--- config.mk ---
export PLATFORM = sky130hd
export DESIGN_NAME = l2_subsystem
export DESIGN_NICKNAME = d
export VERILOG_FILES = /design/src/logic/l2_pkg.sv /design/src/logic/l2_subsystem.sv /design/src/logic/l2_perf_counters.sv /design/src/logic/l2_memory_stage.sv /design/src/logic/l2_tag_stage.sv /design/src/logic/l2_arbiter.sv
export VERILOG_INCLUDE_DIRS = /design/src /design/src/include
export SDC_FILE = /design/constraint.sdc
export NUM_CORES = 1
export LEC_CHECK = 0
export BUFFER_PORTS_ARGS = -buffer_cell sky130_fd_sc_hd__buf_2
export CORE_MARGIN = 5
export CORE_UTILIZATION = 60
export DETAILED_ROUTE_END_ITERATION = 8
export PLACE_DENSITY = 0.81
export SLEW_MARGIN = 20
export SYNTH_ARGS = -nofsm -noshare
export SYNTH_HDL_FRONTEND = slang
export SYNTH_SLANG_ARGS = --single-unit
--- constraint.sdc ---
create_clock -name clk -period 7.15 [get_ports clk]
set_input_delay 0.715 -clock clk [delete_from_list [all_inputs] [get_ports clk]]
set_output_delay 0.715 -clock clk [all_outputs]
set_load 0.01 [all_outputs]
--- src/include/l2_params.svh ---
`ifndef L2_PARAMS_SVH
`define L2_PARAMS_SVH

// Cache geometry, direct mapped with one 32-bit word per line
`define L2_SET_BITS 4

// Number of lines
`define L2_NUM_SETS (1 << `L2_SET_BITS)

// Tag keeps every address bit above the word offset but the low index bits
`define L2_TAG_BITS (32 - `L2_SET_BITS)

// Event counters: read hit, read miss, store, stall
`define L2_NUM_COUNTERS 4

// Width of each event count
`define L2_COUNTER_BITS 32

// AXI burst length field, single beat only
`define L2_AXI_LEN_BITS 8

`endif
--- src/logic/l2_pkg.sv ---
`default_nettype none

`include "l2_params.svh"

package l2_pkg;

	typedef logic [31:0] addr_t;	// Byte address, word aligned
	typedef logic [31:0] word_t;
	typedef logic [`L2_SET_BITS-1:0] set_t;
	typedef logic [`L2_TAG_BITS-1:0] tag_t;
	typedef logic core_id_t;	// Requesting core
	typedef logic [`L2_COUNTER_BITS-1:0] counter_t;
	typedef logic [$clog2(`L2_NUM_COUNTERS)-1:0] counter_sel_t;

	// Memory stage sequencing
	typedef enum logic [2:0] {
		ms_idle,
		ms_read_addr,
		ms_read_data,
		ms_write_addr,
		ms_write_data,
		ms_write_resp
	} mem_state_t;

endpackage

`default_nettype wire

--- src/logic/l2_subsystem.sv ---
`timescale 1ns/10ps
`default_nettype none

`include "l2_params.svh"

module l2_subsystem(
	input wire clk,
	input wire reset,
	input wire req0_valid,
	input wire req0_write,
	input wire l2_pkg::addr_t req0_address,
	input wire l2_pkg::word_t req0_data,
	output logic req0_ready,
	input wire req1_valid,
	input wire req1_write,
	input wire l2_pkg::addr_t req1_address,
	input wire l2_pkg::word_t req1_data,
	output logic req1_ready,
	output logic rsp_valid,
	output l2_pkg::core_id_t rsp_core,
	output l2_pkg::word_t rsp_data,
	input wire l2_pkg::counter_sel_t counter_sel,
	output l2_pkg::counter_t counter_value,
	output l2_pkg::addr_t axi_awaddr,
	output logic [`L2_AXI_LEN_BITS-1:0] axi_awlen,
	output logic axi_awvalid,
	input wire axi_awready,
	output l2_pkg::word_t axi_wdata,
	output logic axi_wlast,
	output logic axi_wvalid,
	input wire axi_wready,
	input wire axi_bvalid,
	output logic axi_bready,
	output l2_pkg::addr_t axi_araddr,
	output logic [`L2_AXI_LEN_BITS-1:0] axi_arlen,
	output logic axi_arvalid,
	input wire axi_arready,
	output logic axi_rready,
	input wire axi_rvalid,
	input wire l2_pkg::word_t axi_rdata);

	import l2_pkg::*;

	// Arbiter to tag stage
	logic arb_valid;
	logic arb_write;
	addr_t arb_address;
	word_t arb_data;
	core_id_t arb_core;
	logic tag_ready;

	// Tag stage to memory stage
	logic lk_valid;
	logic lk_write;
	addr_t lk_address;
	word_t lk_data;
	core_id_t lk_core;
	logic lk_hit;
	logic mem_ready;
	logic fill_valid;
	set_t fill_set;
	tag_t fill_tag;

	// Counter events
	logic ev_read_hit;
	logic ev_read_miss;
	logic ev_store;
	logic ev_stall;

	l2_arbiter arbiter_i(
		.clk(clk),
		.reset(reset),
		.req0_valid(req0_valid),
		.req0_write(req0_write),
		.req0_address(req0_address),
		.req0_data(req0_data),
		.req1_valid(req1_valid),
		.req1_write(req1_write),
		.req1_address(req1_address),
		.req1_data(req1_data),
		.req0_ready(req0_ready),
		.req1_ready(req1_ready),
		.arb_valid(arb_valid),
		.arb_write(arb_write),
		.arb_address(arb_address),
		.arb_data(arb_data),
		.arb_core(arb_core),
		.tag_ready(tag_ready),
		.ev_stall(ev_stall));

	l2_tag_stage tag_stage_i(
		.clk(clk),
		.reset(reset),
		.arb_valid(arb_valid),
		.arb_write(arb_write),
		.arb_address(arb_address),
		.arb_data(arb_data),
		.arb_core(arb_core),
		.tag_ready(tag_ready),
		.lk_valid(lk_valid),
		.lk_write(lk_write),
		.lk_address(lk_address),
		.lk_data(lk_data),
		.lk_core(lk_core),
		.lk_hit(lk_hit),
		.mem_ready(mem_ready),
		.fill_valid(fill_valid),
		.fill_set(fill_set),
		.fill_tag(fill_tag));

	l2_memory_stage memory_stage_i(
		.clk(clk),
		.reset(reset),
		.lk_valid(lk_valid),
		.lk_write(lk_write),
		.lk_address(lk_address),
		.lk_data(lk_data),
		.lk_core(lk_core),
		.lk_hit(lk_hit),
		.mem_ready(mem_ready),
		.fill_valid(fill_valid),
		.fill_set(fill_set),
		.fill_tag(fill_tag),
		.rsp_valid(rsp_valid),
		.rsp_core(rsp_core),
		.rsp_data(rsp_data),
		.ev_read_hit(ev_read_hit),
		.ev_read_miss(ev_read_miss),
		.ev_store(ev_store),
		.axi_awaddr(axi_awaddr),
		.axi_awlen(axi_awlen),
		.axi_awvalid(axi_awvalid),
		.axi_awready(axi_awready),
		.axi_wdata(axi_wdata),
		.axi_wlast(axi_wlast),
		.axi_wvalid(axi_wvalid),
		.axi_wready(axi_wready),
		.axi_bvalid(axi_bvalid),
		.axi_bready(axi_bready),
		.axi_araddr(axi_araddr),
		.axi_arlen(axi_arlen),
		.axi_arvalid(axi_arvalid),
		.axi_arready(axi_arready),
		.axi_rready(axi_rready),
		.axi_rvalid(axi_rvalid),
		.axi_rdata(axi_rdata));

	l2_perf_counters perf_counters_i(
		.clk(clk),
		.reset(reset),
		.ev_read_hit(ev_read_hit),
		.ev_read_miss(ev_read_miss),
		.ev_store(ev_store),
		.ev_stall(ev_stall),
		.counter_sel(counter_sel),
		.counter_value(counter_value));

endmodule

`default_nettype wire

--- src/logic/l2_perf_counters.sv ---
`timescale 1ns/10ps
`default_nettype none

`include "l2_params.svh"

module l2_perf_counters(
	input wire clk,
	input wire reset,
	input wire ev_read_hit,
	input wire ev_read_miss,
	input wire ev_store,
	input wire ev_stall,
	input wire l2_pkg::counter_sel_t counter_sel,
	output l2_pkg::counter_t counter_value);

	import l2_pkg::*;

	counter_t counters [`L2_NUM_COUNTERS];
	logic [`L2_NUM_COUNTERS-1:0] events;

	// Index order matches counter_sel
	assign events = {ev_stall, ev_store, ev_read_miss, ev_read_hit};

	always_ff @(posedge clk, posedge reset)
	begin
		if (reset)
		begin
			for (int i = 0; i < `L2_NUM_COUNTERS; i++)
				counters[i] <= '0;
		end
		else
		begin
			for (int i = 0; i < `L2_NUM_COUNTERS; i++)
			begin
				if (events[i])
					counters[i] <= counters[i] + 1'b1;	// Wraps silently
			end
		end
	end

	assign counter_value = counters[counter_sel];	// Read without a cycle of delay

endmodule

`default_nettype wire

--- src/logic/l2_memory_stage.sv ---
`timescale 1ns/10ps
`default_nettype none

`include "l2_params.svh"

module l2_memory_stage(
	input wire clk,
	input wire reset,
	input wire lk_valid,
	input wire lk_write,
	input wire l2_pkg::addr_t lk_address,
	input wire l2_pkg::word_t lk_data,
	input wire l2_pkg::core_id_t lk_core,
	input wire lk_hit,
	output logic mem_ready,
	output logic fill_valid,
	output l2_pkg::set_t fill_set,
	output l2_pkg::tag_t fill_tag,
	output logic rsp_valid,
	output l2_pkg::core_id_t rsp_core,
	output l2_pkg::word_t rsp_data,
	output logic ev_read_hit,
	output logic ev_read_miss,
	output logic ev_store,
	output l2_pkg::addr_t axi_awaddr,
	output logic [`L2_AXI_LEN_BITS-1:0] axi_awlen,
	output logic axi_awvalid,
	input wire axi_awready,
	output l2_pkg::word_t axi_wdata,
	output logic axi_wlast,
	output logic axi_wvalid,
	input wire axi_wready,
	input wire axi_bvalid,
	output logic axi_bready,
	output l2_pkg::addr_t axi_araddr,
	output logic [`L2_AXI_LEN_BITS-1:0] axi_arlen,
	output logic axi_arvalid,
	input wire axi_arready,
	output logic axi_rready,
	input wire axi_rvalid,
	input wire l2_pkg::word_t axi_rdata);

	import l2_pkg::*;

	mem_state_t state;
	word_t data_array [`L2_NUM_SETS];
	addr_t req_address;	// Request being serviced over AXI
	word_t req_data;
	core_id_t req_core;
	set_t lk_set;
	logic take;

	// One idle cycle after each response keeps rsp_valid a single pulse
	assign mem_ready = (state == ms_idle) && !rsp_valid;
	assign take = lk_valid && mem_ready;
	assign lk_set = lk_address[`L2_SET_BITS+1:2];

	assign ev_read_hit = take && !lk_write && lk_hit;
	assign ev_read_miss = take && !lk_write && !lk_hit;
	assign ev_store = take && lk_write;

	// Line fill as the read beat lands
	assign fill_valid = (state == ms_read_data) && axi_rvalid;
	assign fill_set = req_address[`L2_SET_BITS+1:2];
	assign fill_tag = req_address[31:32-`L2_TAG_BITS];

	// Single beat transfers only
	assign axi_awaddr = req_address;
	assign axi_awlen = '0;
	assign axi_awvalid = state == ms_write_addr;
	assign axi_wdata = req_data;
	assign axi_wlast = 1'b1;
	assign axi_wvalid = state == ms_write_data;
	assign axi_bready = state == ms_write_resp;
	assign axi_araddr = req_address;
	assign axi_arlen = '0;
	assign axi_arvalid = state == ms_read_addr;
	assign axi_rready = state == ms_read_data;

	always_ff @(posedge clk, posedge reset)
	begin
		if (reset)
		begin
			state <= ms_idle;
			rsp_valid <= 1'b0;
		end
		else
		begin
			rsp_valid <= 1'b0;
			case (state)
				ms_idle:
					if (take)
					begin
						if (lk_write)
							state <= ms_write_addr;	// Write-through, hit or not
						else if (lk_hit)
							rsp_valid <= 1'b1;	// Answer straight from the array
						else
							state <= ms_read_addr;
					end
				ms_read_addr:
					if (axi_arready)
						state <= ms_read_data;
				ms_read_data:
					if (axi_rvalid)
					begin
						state <= ms_idle;
						rsp_valid <= 1'b1;
					end
				ms_write_addr:
					if (axi_awready)
						state <= ms_write_data;
				ms_write_data:
					if (axi_wready)
						state <= ms_write_resp;
				ms_write_resp:
					if (axi_bvalid)
					begin
						state <= ms_idle;
						rsp_valid <= 1'b1;	// Store acknowledge
					end
				default:
					state <= ms_idle;
			endcase
		end
	end

	always_ff @(posedge clk)
	begin
		if (take)
		begin
			req_address <= lk_address;
			req_data <= lk_data;
			req_core <= lk_core;
		end

		// Data word update, no allocate on a write miss
		if (take && lk_write && lk_hit)
			data_array[lk_set] <= lk_data;
		else if (fill_valid)
			data_array[fill_set] <= axi_rdata;

		if (take && !lk_write && lk_hit)
		begin
			rsp_core <= lk_core;
			rsp_data <= data_array[lk_set];
		end
		else if (fill_valid)
		begin
			rsp_core <= req_core;
			rsp_data <= axi_rdata;	// Miss data bypasses the array
		end
		else if (axi_bready && axi_bvalid)
		begin
			rsp_core <= req_core;
			rsp_data <= '0;
		end
	end

	// Read and write addresses never overlap
	addr_exclusive: assert property (@(posedge clk) disable iff (reset)
		!(axi_awvalid && axi_arvalid));

	rsp_single_cycle: assert property (@(posedge clk) disable iff (reset)
		rsp_valid |=> !rsp_valid);

endmodule

`default_nettype wire

--- src/logic/l2_tag_stage.sv ---
`timescale 1ns/10ps
`default_nettype none

`include "l2_params.svh"

module l2_tag_stage(
	input wire clk,
	input wire reset,
	input wire arb_valid,
	input wire arb_write,
	input wire l2_pkg::addr_t arb_address,
	input wire l2_pkg::word_t arb_data,
	input wire l2_pkg::core_id_t arb_core,
	output logic tag_ready,
	output logic lk_valid,
	output logic lk_write,
	output l2_pkg::addr_t lk_address,
	output l2_pkg::word_t lk_data,
	output l2_pkg::core_id_t lk_core,
	output logic lk_hit,
	input wire mem_ready,
	input wire fill_valid,
	input wire l2_pkg::set_t fill_set,
	input wire l2_pkg::tag_t fill_tag);

	import l2_pkg::*;

	tag_t tag_array [`L2_NUM_SETS];
	logic [`L2_NUM_SETS-1:0] valid_bits;
	set_t lk_set;
	tag_t lk_tag;

	// Empty, or the held request leaves this edge
	assign tag_ready = !lk_valid || mem_ready;

	assign lk_set = lk_address[`L2_SET_BITS+1:2];	// Above the byte offset
	assign lk_tag = lk_address[31:32-`L2_TAG_BITS];

	// Looked up every cycle, so a fill shows up right away
	assign lk_hit = valid_bits[lk_set] && (tag_array[lk_set] == lk_tag);

	always_ff @(posedge clk, posedge reset)
	begin
		if (reset)
		begin
			lk_valid <= 1'b0;
			valid_bits <= '0;	// Cache starts empty
		end
		else
		begin
			if (tag_ready)
				lk_valid <= arb_valid;

			if (fill_valid)
				valid_bits[fill_set] <= 1'b1;
		end
	end

	// Request payload and tags
	always_ff @(posedge clk)
	begin
		if (tag_ready && arb_valid)
		begin
			lk_write <= arb_write;
			lk_address <= arb_address;
			lk_data <= arb_data;
			lk_core <= arb_core;
		end

		if (fill_valid)
			tag_array[fill_set] <= fill_tag;
	end

	// Fills only come from a busy memory stage
	fill_while_busy: assert property (@(posedge clk) disable iff (reset)
		fill_valid |-> !mem_ready);

endmodule

`default_nettype wire

--- src/logic/l2_arbiter.sv ---
`timescale 1ns/10ps
`default_nettype none

module l2_arbiter(
	input wire clk,
	input wire reset,
	input wire req0_valid,
	input wire req0_write,
	input wire l2_pkg::addr_t req0_address,
	input wire l2_pkg::word_t req0_data,
	input wire req1_valid,
	input wire req1_write,
	input wire l2_pkg::addr_t req1_address,
	input wire l2_pkg::word_t req1_data,
	output logic req0_ready,
	output logic req1_ready,
	output logic arb_valid,
	output logic arb_write,
	output l2_pkg::addr_t arb_address,
	output l2_pkg::word_t arb_data,
	output l2_pkg::core_id_t arb_core,
	input wire tag_ready,
	output logic ev_stall);

	import l2_pkg::*;

	core_id_t select_core;	// Favoured core this cycle
	core_id_t grant_core;
	logic favoured_valid;

	// Favoured core wins if it asks, else the other one
	assign favoured_valid = select_core ? req1_valid : req0_valid;
	assign grant_core = favoured_valid ? select_core : ~select_core;

	assign arb_valid = req0_valid || req1_valid;
	assign arb_write = grant_core ? req1_write : req0_write;
	assign arb_address = grant_core ? req1_address : req0_address;
	assign arb_data = grant_core ? req1_data : req0_data;
	assign arb_core = grant_core;

	// Ready only toward the granted, requesting core
	assign req0_ready = tag_ready && req0_valid && !grant_core;
	assign req1_ready = tag_ready && req1_valid && grant_core;

	assign ev_stall = (req0_valid && !req0_ready) || (req1_valid && !req1_ready);

	always_ff @(posedge clk, posedge reset)
	begin
		if (reset)
			select_core <= 1'b0;
		else if (arb_valid && tag_ready)
			select_core <= ~grant_core;	// Loser gets priority next
	end

	// At most one core accepted per edge
	one_grant: assert property (@(posedge clk) disable iff (reset)
		!(req0_ready && req1_ready));

endmodule

`default_nettype wire

==> summary.md, run 1 <==
| Metric | Value |
|---|---|
| Worst-Skew Late Latency | 0.74 ns |
| RSZ-0062 raised after global routing | false |
| Status | finished clean |
| Min Clock Period, post-route | 6.15 ns |
| Hold Slack | 0.112 ns |
| Syn Std Cell Area | 52000 sq um |
| Ant diodes | 0 |
| DR WL/cell | 28.8 microns |
| Crit path launch type | flip-flop |
| Final layout net count | 3491 |
| Row count | 108 |
| First-pass GRT wire length | 196000 microns |
| # DRC | 0 |
| Final setup fails | 0 |
| Post-CTS Resized | 0 |
| Sw Ratio | 0.325 |
| P&R area growth vs syn | 13.9% |
| Initial antenna violation count | 1 |
| Final slew viol count | 0 |
| Final wirelength | 132000 microns |
| Final hold vios | 0 |
| IO Pins | 359 |
| Top_reg_cell synth | edfxtp_1 |
| Worst R2R End | memory_stage_i.data_array[13][2]$_DFFE_PP_ |
| Seq pwr share | 0.454 |
| Starting DRC count in detailed routing | 3160 |
| Clock Skew | 0.0318 ns |
| Chip height | 305 microns |
| Root buf cell | clkbuf_16 |
| Dpl hpwl | 77000 microns |
| Pwr dens | 408 nW/um^2 |
| Largest net degree at the start of global routing | 130 |
| Placed cells | 4335 |
| Final Worst Setup Slack | 0.997 ns |
| CTS sink count | 1278 |
| Period utilization | 0.861 |
| Gate power share | 0.266 |
| Worst Path Arrival | 6.49 ns |
| Die Wd | 305 microns |
| CP Class | reg2reg |
| Setup_tns | 0 ns |
| Worst Hold Class | in2async |
| CP endpoint kind | flip-flop |
| # Post-CTS Setup Buffers | 0 |
| Post-DRT Antenna Nets | 0 |
| # port buffers | 341 |
| Cts bufs inserted | 131 |
| CP Cell Sequence | nor2b_1 > a22oi_1 > o221ai_1 > o221a_2 > o2111ai_1 > or3_1 > or4b_1 > o41ai_2 > and2_2 |
| Clk slew on worst S/H paths | 0.06 ns |
| Worst reg-to-reg setup slack | 1.0 ns |
| Async SR Flop Fraction | 0.117 |
| Final instance area | 59300 sq um |
| Int Power | 16.3 mW |
| H-tree Lvls | 4 |
| Max incr delay on CP | 0.98 ns |
| Synthesized netlist cell count | 2953 |
| Syn_area_per_cell | 17.6 sq um |
| Total GRT Usage | 0.283 |
| # hold bufs at CTS | 0 |
| Non-Filler Instances | 4577 |
| Post-synth EDFFs | 1124 |
| Worst R2R Path Depth | 9 |
| Highest clock rate | 163 MHz |
| Core footprint | 86500 sq um |
| Pre-CTS WS | 1.13 ns |
| Initial Util | 0.602 |
| GP Congestion | 0.891 |
| Overall power | 24.2 mW |
| Final cell utilization of the core | 0.685 |
| Post-synth cell types | 74 |
| Cell leakage power | 21.4 nW |
| Post-DP Area | 55000 sq um |
| Slowest-stage cell, CP | and2_2 |
| Register area share after synthesis | 0.722 |
| Clock buffer depth | 3 |
| Crit-path max FO | 52 |
| Die footprint | 92700 sq um |
| Max cap viols | 0 |
| Slew @ Worst Pin | 1.12 ns |
| Worst Path Required | 7.49 ns |
| Clock share of power | 0.281 |
| 1st-pass router iterations | 8 |
| P_sw | 7.86 mW |
| Yosys reg bits | 1278 |
| Slew Limit Headroom | 0.253 |
| Max VDD drop | 0.367 mV |
| Vias after detailed routing | 29200 |
| Synth warn | 0 |
| Filler cells | 5357 |
| Vias/cell | 6.39 |
| TritonCTS clock tree | yes |
| GR Overflow Total | 0 |
| Number of global-route vias before repair | 30700 |
| Share of cells above drive strength 1 | 0.281 |
Yosys cell counts, types with 34 or more instances:
master | instances | share of area
nor2_1 | 87 | 0.0063
dfrtp_1 | 150 | 0.072
xor2_1 | 74 | 0.012
nand2_1 | 368 | 0.027
mux4_2 | 266 | 0.12
nor3_1 | 34 | 0.0033
inv_1 | 59 | 0.0043
mux2i_1 | 93 | 0.018
mux2_2 | 38 | 0.0082
o21ai_0 | 38 | 0.0037
nand4_1 | 34 | 0.0041
clkbuf_1 | 68 | 0.0049
nand3_1 | 59 | 0.0057
buf_4 | 60 | 0.0087
xnor2_1 | 76 | 0.013
edfxtp_1 | 1124 | 0.65
layout by cell type, fill, tap and decap left out, types with 19 or more instances in the layout:
cell type,n
inv_1,54
xnor2_1,76
dfrtp_1,150
clkbuf_1,24
clkinv_1,24
buf_4,46
nand2_1,367
edfxtp_1,1124
o21ai_0,38
mux2i_1,92
nor2_4,22
and3_1,19
mux4_2,266
buf_2,341
clkbuf_16,133
nand3_1,59
a22oi_1,23
nor3_1,34
clkinv_2,22
xor2_1,74
nand4_1,34
mux2_2,38
nor2_1,65
power groups by stage:
stage                     Sequential [mW]  Clock (mW)  Combinational (mW)
after floorplan                      10.5           0                4.51
after global placement               11.0           0                6.09
after detailed placement             11.1           0                6.31
after CTS                            11.0        6.86                6.42
after global routing                 11.1        7.22                6.82
final                                11.0        6.79                6.42
logic make-up after synthesis:
group | share of synthesized area
xor+xnor | 0.0252
flops | 0.722
simple gates | 0.0668
fa+ha+maj | 0.000962
mux | 0.141
buf+inv | 0.0233
other cells | 0.000144
compound gates | 0.0201
worst max-delay path, delay by kind of cell, from the launching register on:
kind            cells  cell delay (ns)
compound gates      5             1.44
flops               1             0.93
simple gates        4             3.31
layer usage:
| layer | track usage | part of all wire | routed length, microns | up-vias |
|---|---|---|---|---|
| met4 | 0.110 | 0.040 | 5330 | 0 |
| li1 | - | - | - | 12200 |
| met5 | 0 | 0 | 0 | - |
| met2 | 0.484 | 0.52 | 68400 | 1803 |
| met3 | 0.0585 | 0.091 | 12000 | 348 |
| met1 | 0.362 | 0.35 | 46100 | 14900 |
state kept, by name (all words and copies together), names as in the netlist, 3 cells and up, named ones only:
register	count
memory_stage_i.data_array	512
tag_stage_i.tag_array	448
perf_counters_i.counters	128
memory_stage_i.axi_araddr	32
memory_stage_i.axi_wdata	32
memory_stage_i.rsp_data	32
tag_stage_i.lk_address	32
tag_stage_i.lk_data	32
tag_stage_i.valid_bits	16
memory_stage_i.state	3
worst max-delay path by stage:
stage | slack [ns] | cells past startpoint | to
2_1_floorplan | 1.58 | 14 | memory_stage_i.data_array[15][0]$_DFFE_PP_
3_3_place_gp | 1.33 | 10 | memory_stage_i.data_array[8][0]$_DFFE_PP_
3_5_place_dp | 1.13 | 9 | memory_stage_i.data_array[13][4]$_DFFE_PP_
4_1_cts | 1.10 | 10 | memory_stage_i.data_array[8][2]$_DFFE_PP_
5_1_grt | 0.82 | 10 | memory_stage_i.data_array[8][2]$_DFFE_PP_
6_report | 1.0 | 9 | memory_stage_i.data_array[13][2]$_DFFE_PP_
final cells by class:
type,instances,area [sq um],area share
well taps,1155,1450,0.0244
clock inverters,78,790,0.0133
inverters,59,233,0.00393
repair buffers,392,2150,0.0363
clock buffers,163,3500,0.0591
flip-flops and latches,1278,37600,0.634
multi-input cells,1452,13600,0.229
Note: power is estimated with default switching activity, not from simulation.
==> run 2: changes to the inputs <==
- CORE_MARGIN: 5 -> default
==> run 2 against run 1 <==
  * Utilization is 0.44 points higher
  * Clock-buffer cell count is 13 lower
  * Critical path depth is 1 higher
==> summary.md, run 2 (synthesis gave the netlist of run 1 again) <==
| Metric | Value |
|---|---|
| Ant diodes | 0 (unchanged) |
| Total GRT Usage | 0.302 (+0.0193) |
| Crit path launch type | flip-flop |
| Vias after detailed routing | 29300 (+0.14%) |
| Root buf cell | clkbuf_16 |
| Largest registers | memory_stage_i.data_array x512, tag_stage_i.tag_array x448, perf_counters_i.counters x128 |
| Row count | 107 (-0.93%) |
| Max VDD drop | 0.331 mV (-9.8%) |
| Max cap viols | 0 (unchanged) |
| Initial antenna violation count | 3 (+2) |
| Post-DRT Antenna Nets | 0 (unchanged) |
| Core footprint | 85500 sq um (-1.1%) |
| Status | finished clean |
| Final layout net count | 3486 (-0.14%) |
| Gate power share | 0.268 (+0.002) |
| CP endpoint kind | flip-flop |
| Number of global-route vias before repair | 29900 (-2.8%) |
| Final setup fails | 0 (unchanged) |
| Highest clock rate | 165 MHz (+1.5%) |
| Crit-path max FO | 48 (-7.7%) |
| Starting DRC count in detailed routing | 3184 (+0.76%) |
| Seq pwr share | 0.458 (+0.004) |
| CP Class | reg2reg |
| Overall power | 23.9 mW (-1.3%) |
| Worst-Skew Late Latency | 0.73 ns (about the same) |
| Setup_tns | 0 ns (unchanged) |
| Commonest cells after routing, fill and taps aside | 1124 x edfxtp_1, 367 x nand2_1, 341 x buf_2, 266 x mux4_2, 150 x dfrtp_1 |
| Post-CTS Resized | 0 (unchanged) |
| Final wirelength | 132000 microns (-0.29%) |
| DR WL/cell | 28.9 microns (+0.19%) |
| Vias/cell | 6.43 (+0.62%) |
| P&R area growth vs syn | 13.4% |
| First-pass GRT wire length | 191000 microns (-2.6%) |
| Worst Path Arrival | 6.36 ns (-0.13 ns) |
| Initial Util | 0.608 (+0.00657) |
| Dpl hpwl | 76400 microns (-0.79%) |
| Die Wd | 297 microns (-2.6%) |
| Max FFs per register | 512 (unchanged) |
| Final slew viol count | 0 (unchanged) |
| Chip height | 297 microns (-2.6%) |
| # Post-CTS Setup Buffers | 0 (unchanged) |
| Sw Ratio | 0.323 (-0.00232) |
| 1st-pass router iterations | 5 (-3) |
| Clock share of power | 0.274 (-0.007) |
| Cts bufs inserted | 121 (-7.6%) |
| Largest register by flop count | memory_stage_i.data_array |
| # DRC | 0 (unchanged) |
| Clock Skew | 0.0582 ns (+0.0264 ns) |
| # hold bufs at CTS | 0 (unchanged) |
| P_sw | 7.71 mW (-2.0%) |
| RSZ-0062 raised after global routing | false |
| GP Congestion | 0.891 (about the same) |
| Slew Limit Headroom | 0.227 (-0.0262) |
| Cell leakage power | 21.3 nW (-0.53%) |
| Die footprint | 87900 sq um (-5.2%) |
| Largest net degree at the start of global routing | 81 (-38%) |
| Pwr dens | 404 nW/um^2 (-0.85%) |
| Final Worst Setup Slack | 1.09 ns (+0.0882 ns) |
| Share of cells above drive strength 1 | 0.279 (-0.00290) |
| Clock buffer depth | 3 (unchanged) |
| Worst Path Required | 7.44 ns (-0.05 ns) |
| H-tree Lvls | 3 (-1) |
| Min Clock Period, post-route | 6.06 ns (-0.0882 ns) |
| IO Pins | 359 (unchanged) |
| Period utilization | 0.848 (-0.0123) |
| Clk slew on worst S/H paths | 0.06 ns (about the same) |
| Commonest non-fill, non-tap cell in the layout | edfxtp_1 |
| Worst Hold Class | in2async |
| Final hold vios | 0 (unchanged) |
| Pre-CTS WS | 1.27 ns (+0.146 ns) |
| Int Power | 16.2 mW (-0.95%) |
| CTS sink count | 1278 (unchanged) |
| # port buffers | 341 (unchanged) |
| GR Overflow Total | 0 (unchanged) |
| TritonCTS clock tree | yes |
| Slew @ Worst Pin | 1.16 ns (+0.0416 ns) |
[run 2: through the flow]
stage / util / cells / area, sq um / hold WS [ns]
after global routing: 0.690 / 4555 / 59000 / 0.165
after floorplan: - / 2968 / 52100 / 0.400
after detailed placement: 0.642 / 4330 / 55000 / 0.410
final: 0.690 / 4555 / 59000 / 0.112
after CTS: 0.690 / 4555 / 59000 / 0.116
after global placement: 0.642 / 4330 / 55000 / 0.401
[run 2: power groups by stage]
stage                     sequential [mW]  combinational [mW]  clock [mW]
after global placement               10.9                6.12           0
after detailed placement             11.0                6.32           0
after global routing                 11.0                6.81        6.84
after floorplan                      10.5                4.51           0
after CTS                            10.9                6.43        6.57
final                                10.9                6.41        6.53
[run 2: cell type report]
| class | count | area [sq um] |
|---|---|---|
| inverter | 59 | 233 |
| sequential | 1278 | 37600 |
| clock buffer | 150 | 3180 |
| fill | 5251 | 26500 |
| tap | 1144 | 1430 |
| clock inverter | 75 | 867 |
| timing repair buffer | 397 | 2150 |
| multi-input combinational | 1452 | 13600 |
[run 2: final timing paths]
kind	from	end	slack, ns	depth (start not counted)
min in group clk	req1_data[13]	tag_stage_i.lk_data[13]$_DFFE_PP_	0.25	3
worst max-delay path	flip-flop	memory_stage_i.data_array[12][3]$_DFFE_PP_	1.09	10
worst max register to register	flip-flop	memory_stage_i.data_array[12][3]$_DFFE_PP_	1.09	10
max in group asynchronous	reset	perf_counters_i.counters[39]$_DFFE_PP0P_	5.87	3
worst min-delay path	reset	perf_counters_i.counters[62]$_DFFE_PP0P_	0.11	2
worst min register to register	tag_stage_i.lk_address[0]$_DFFE_PP_	memory_stage_i.axi_araddr[0]$_DFFE_PP_	0.43	0
[run 2: critical path, cell delays in order, from the launching register on]
cell	delay, ns
dfxtp_4	0.91
buf_4	0.40
nor2b_1	0.41
a2bb2oi_1	0.15
and3b_1	0.19
o21a_1	0.19
or3b_1	0.39
or4b_1	0.49
or4b_1	0.84
o41ai_2	0.65
and2_2	1.00
[run 2: layer usage]
metal / wire, microns / GRT usage / vias up
li1: - / - / 12100
met1: 46900 / 0.386 / 15000
met2: 68100 / 0.518 / 1790
met3: 11300 / 0.0487 / 307
met4: 5190 / 0.128 / 6
met5: 41 / 0 / -
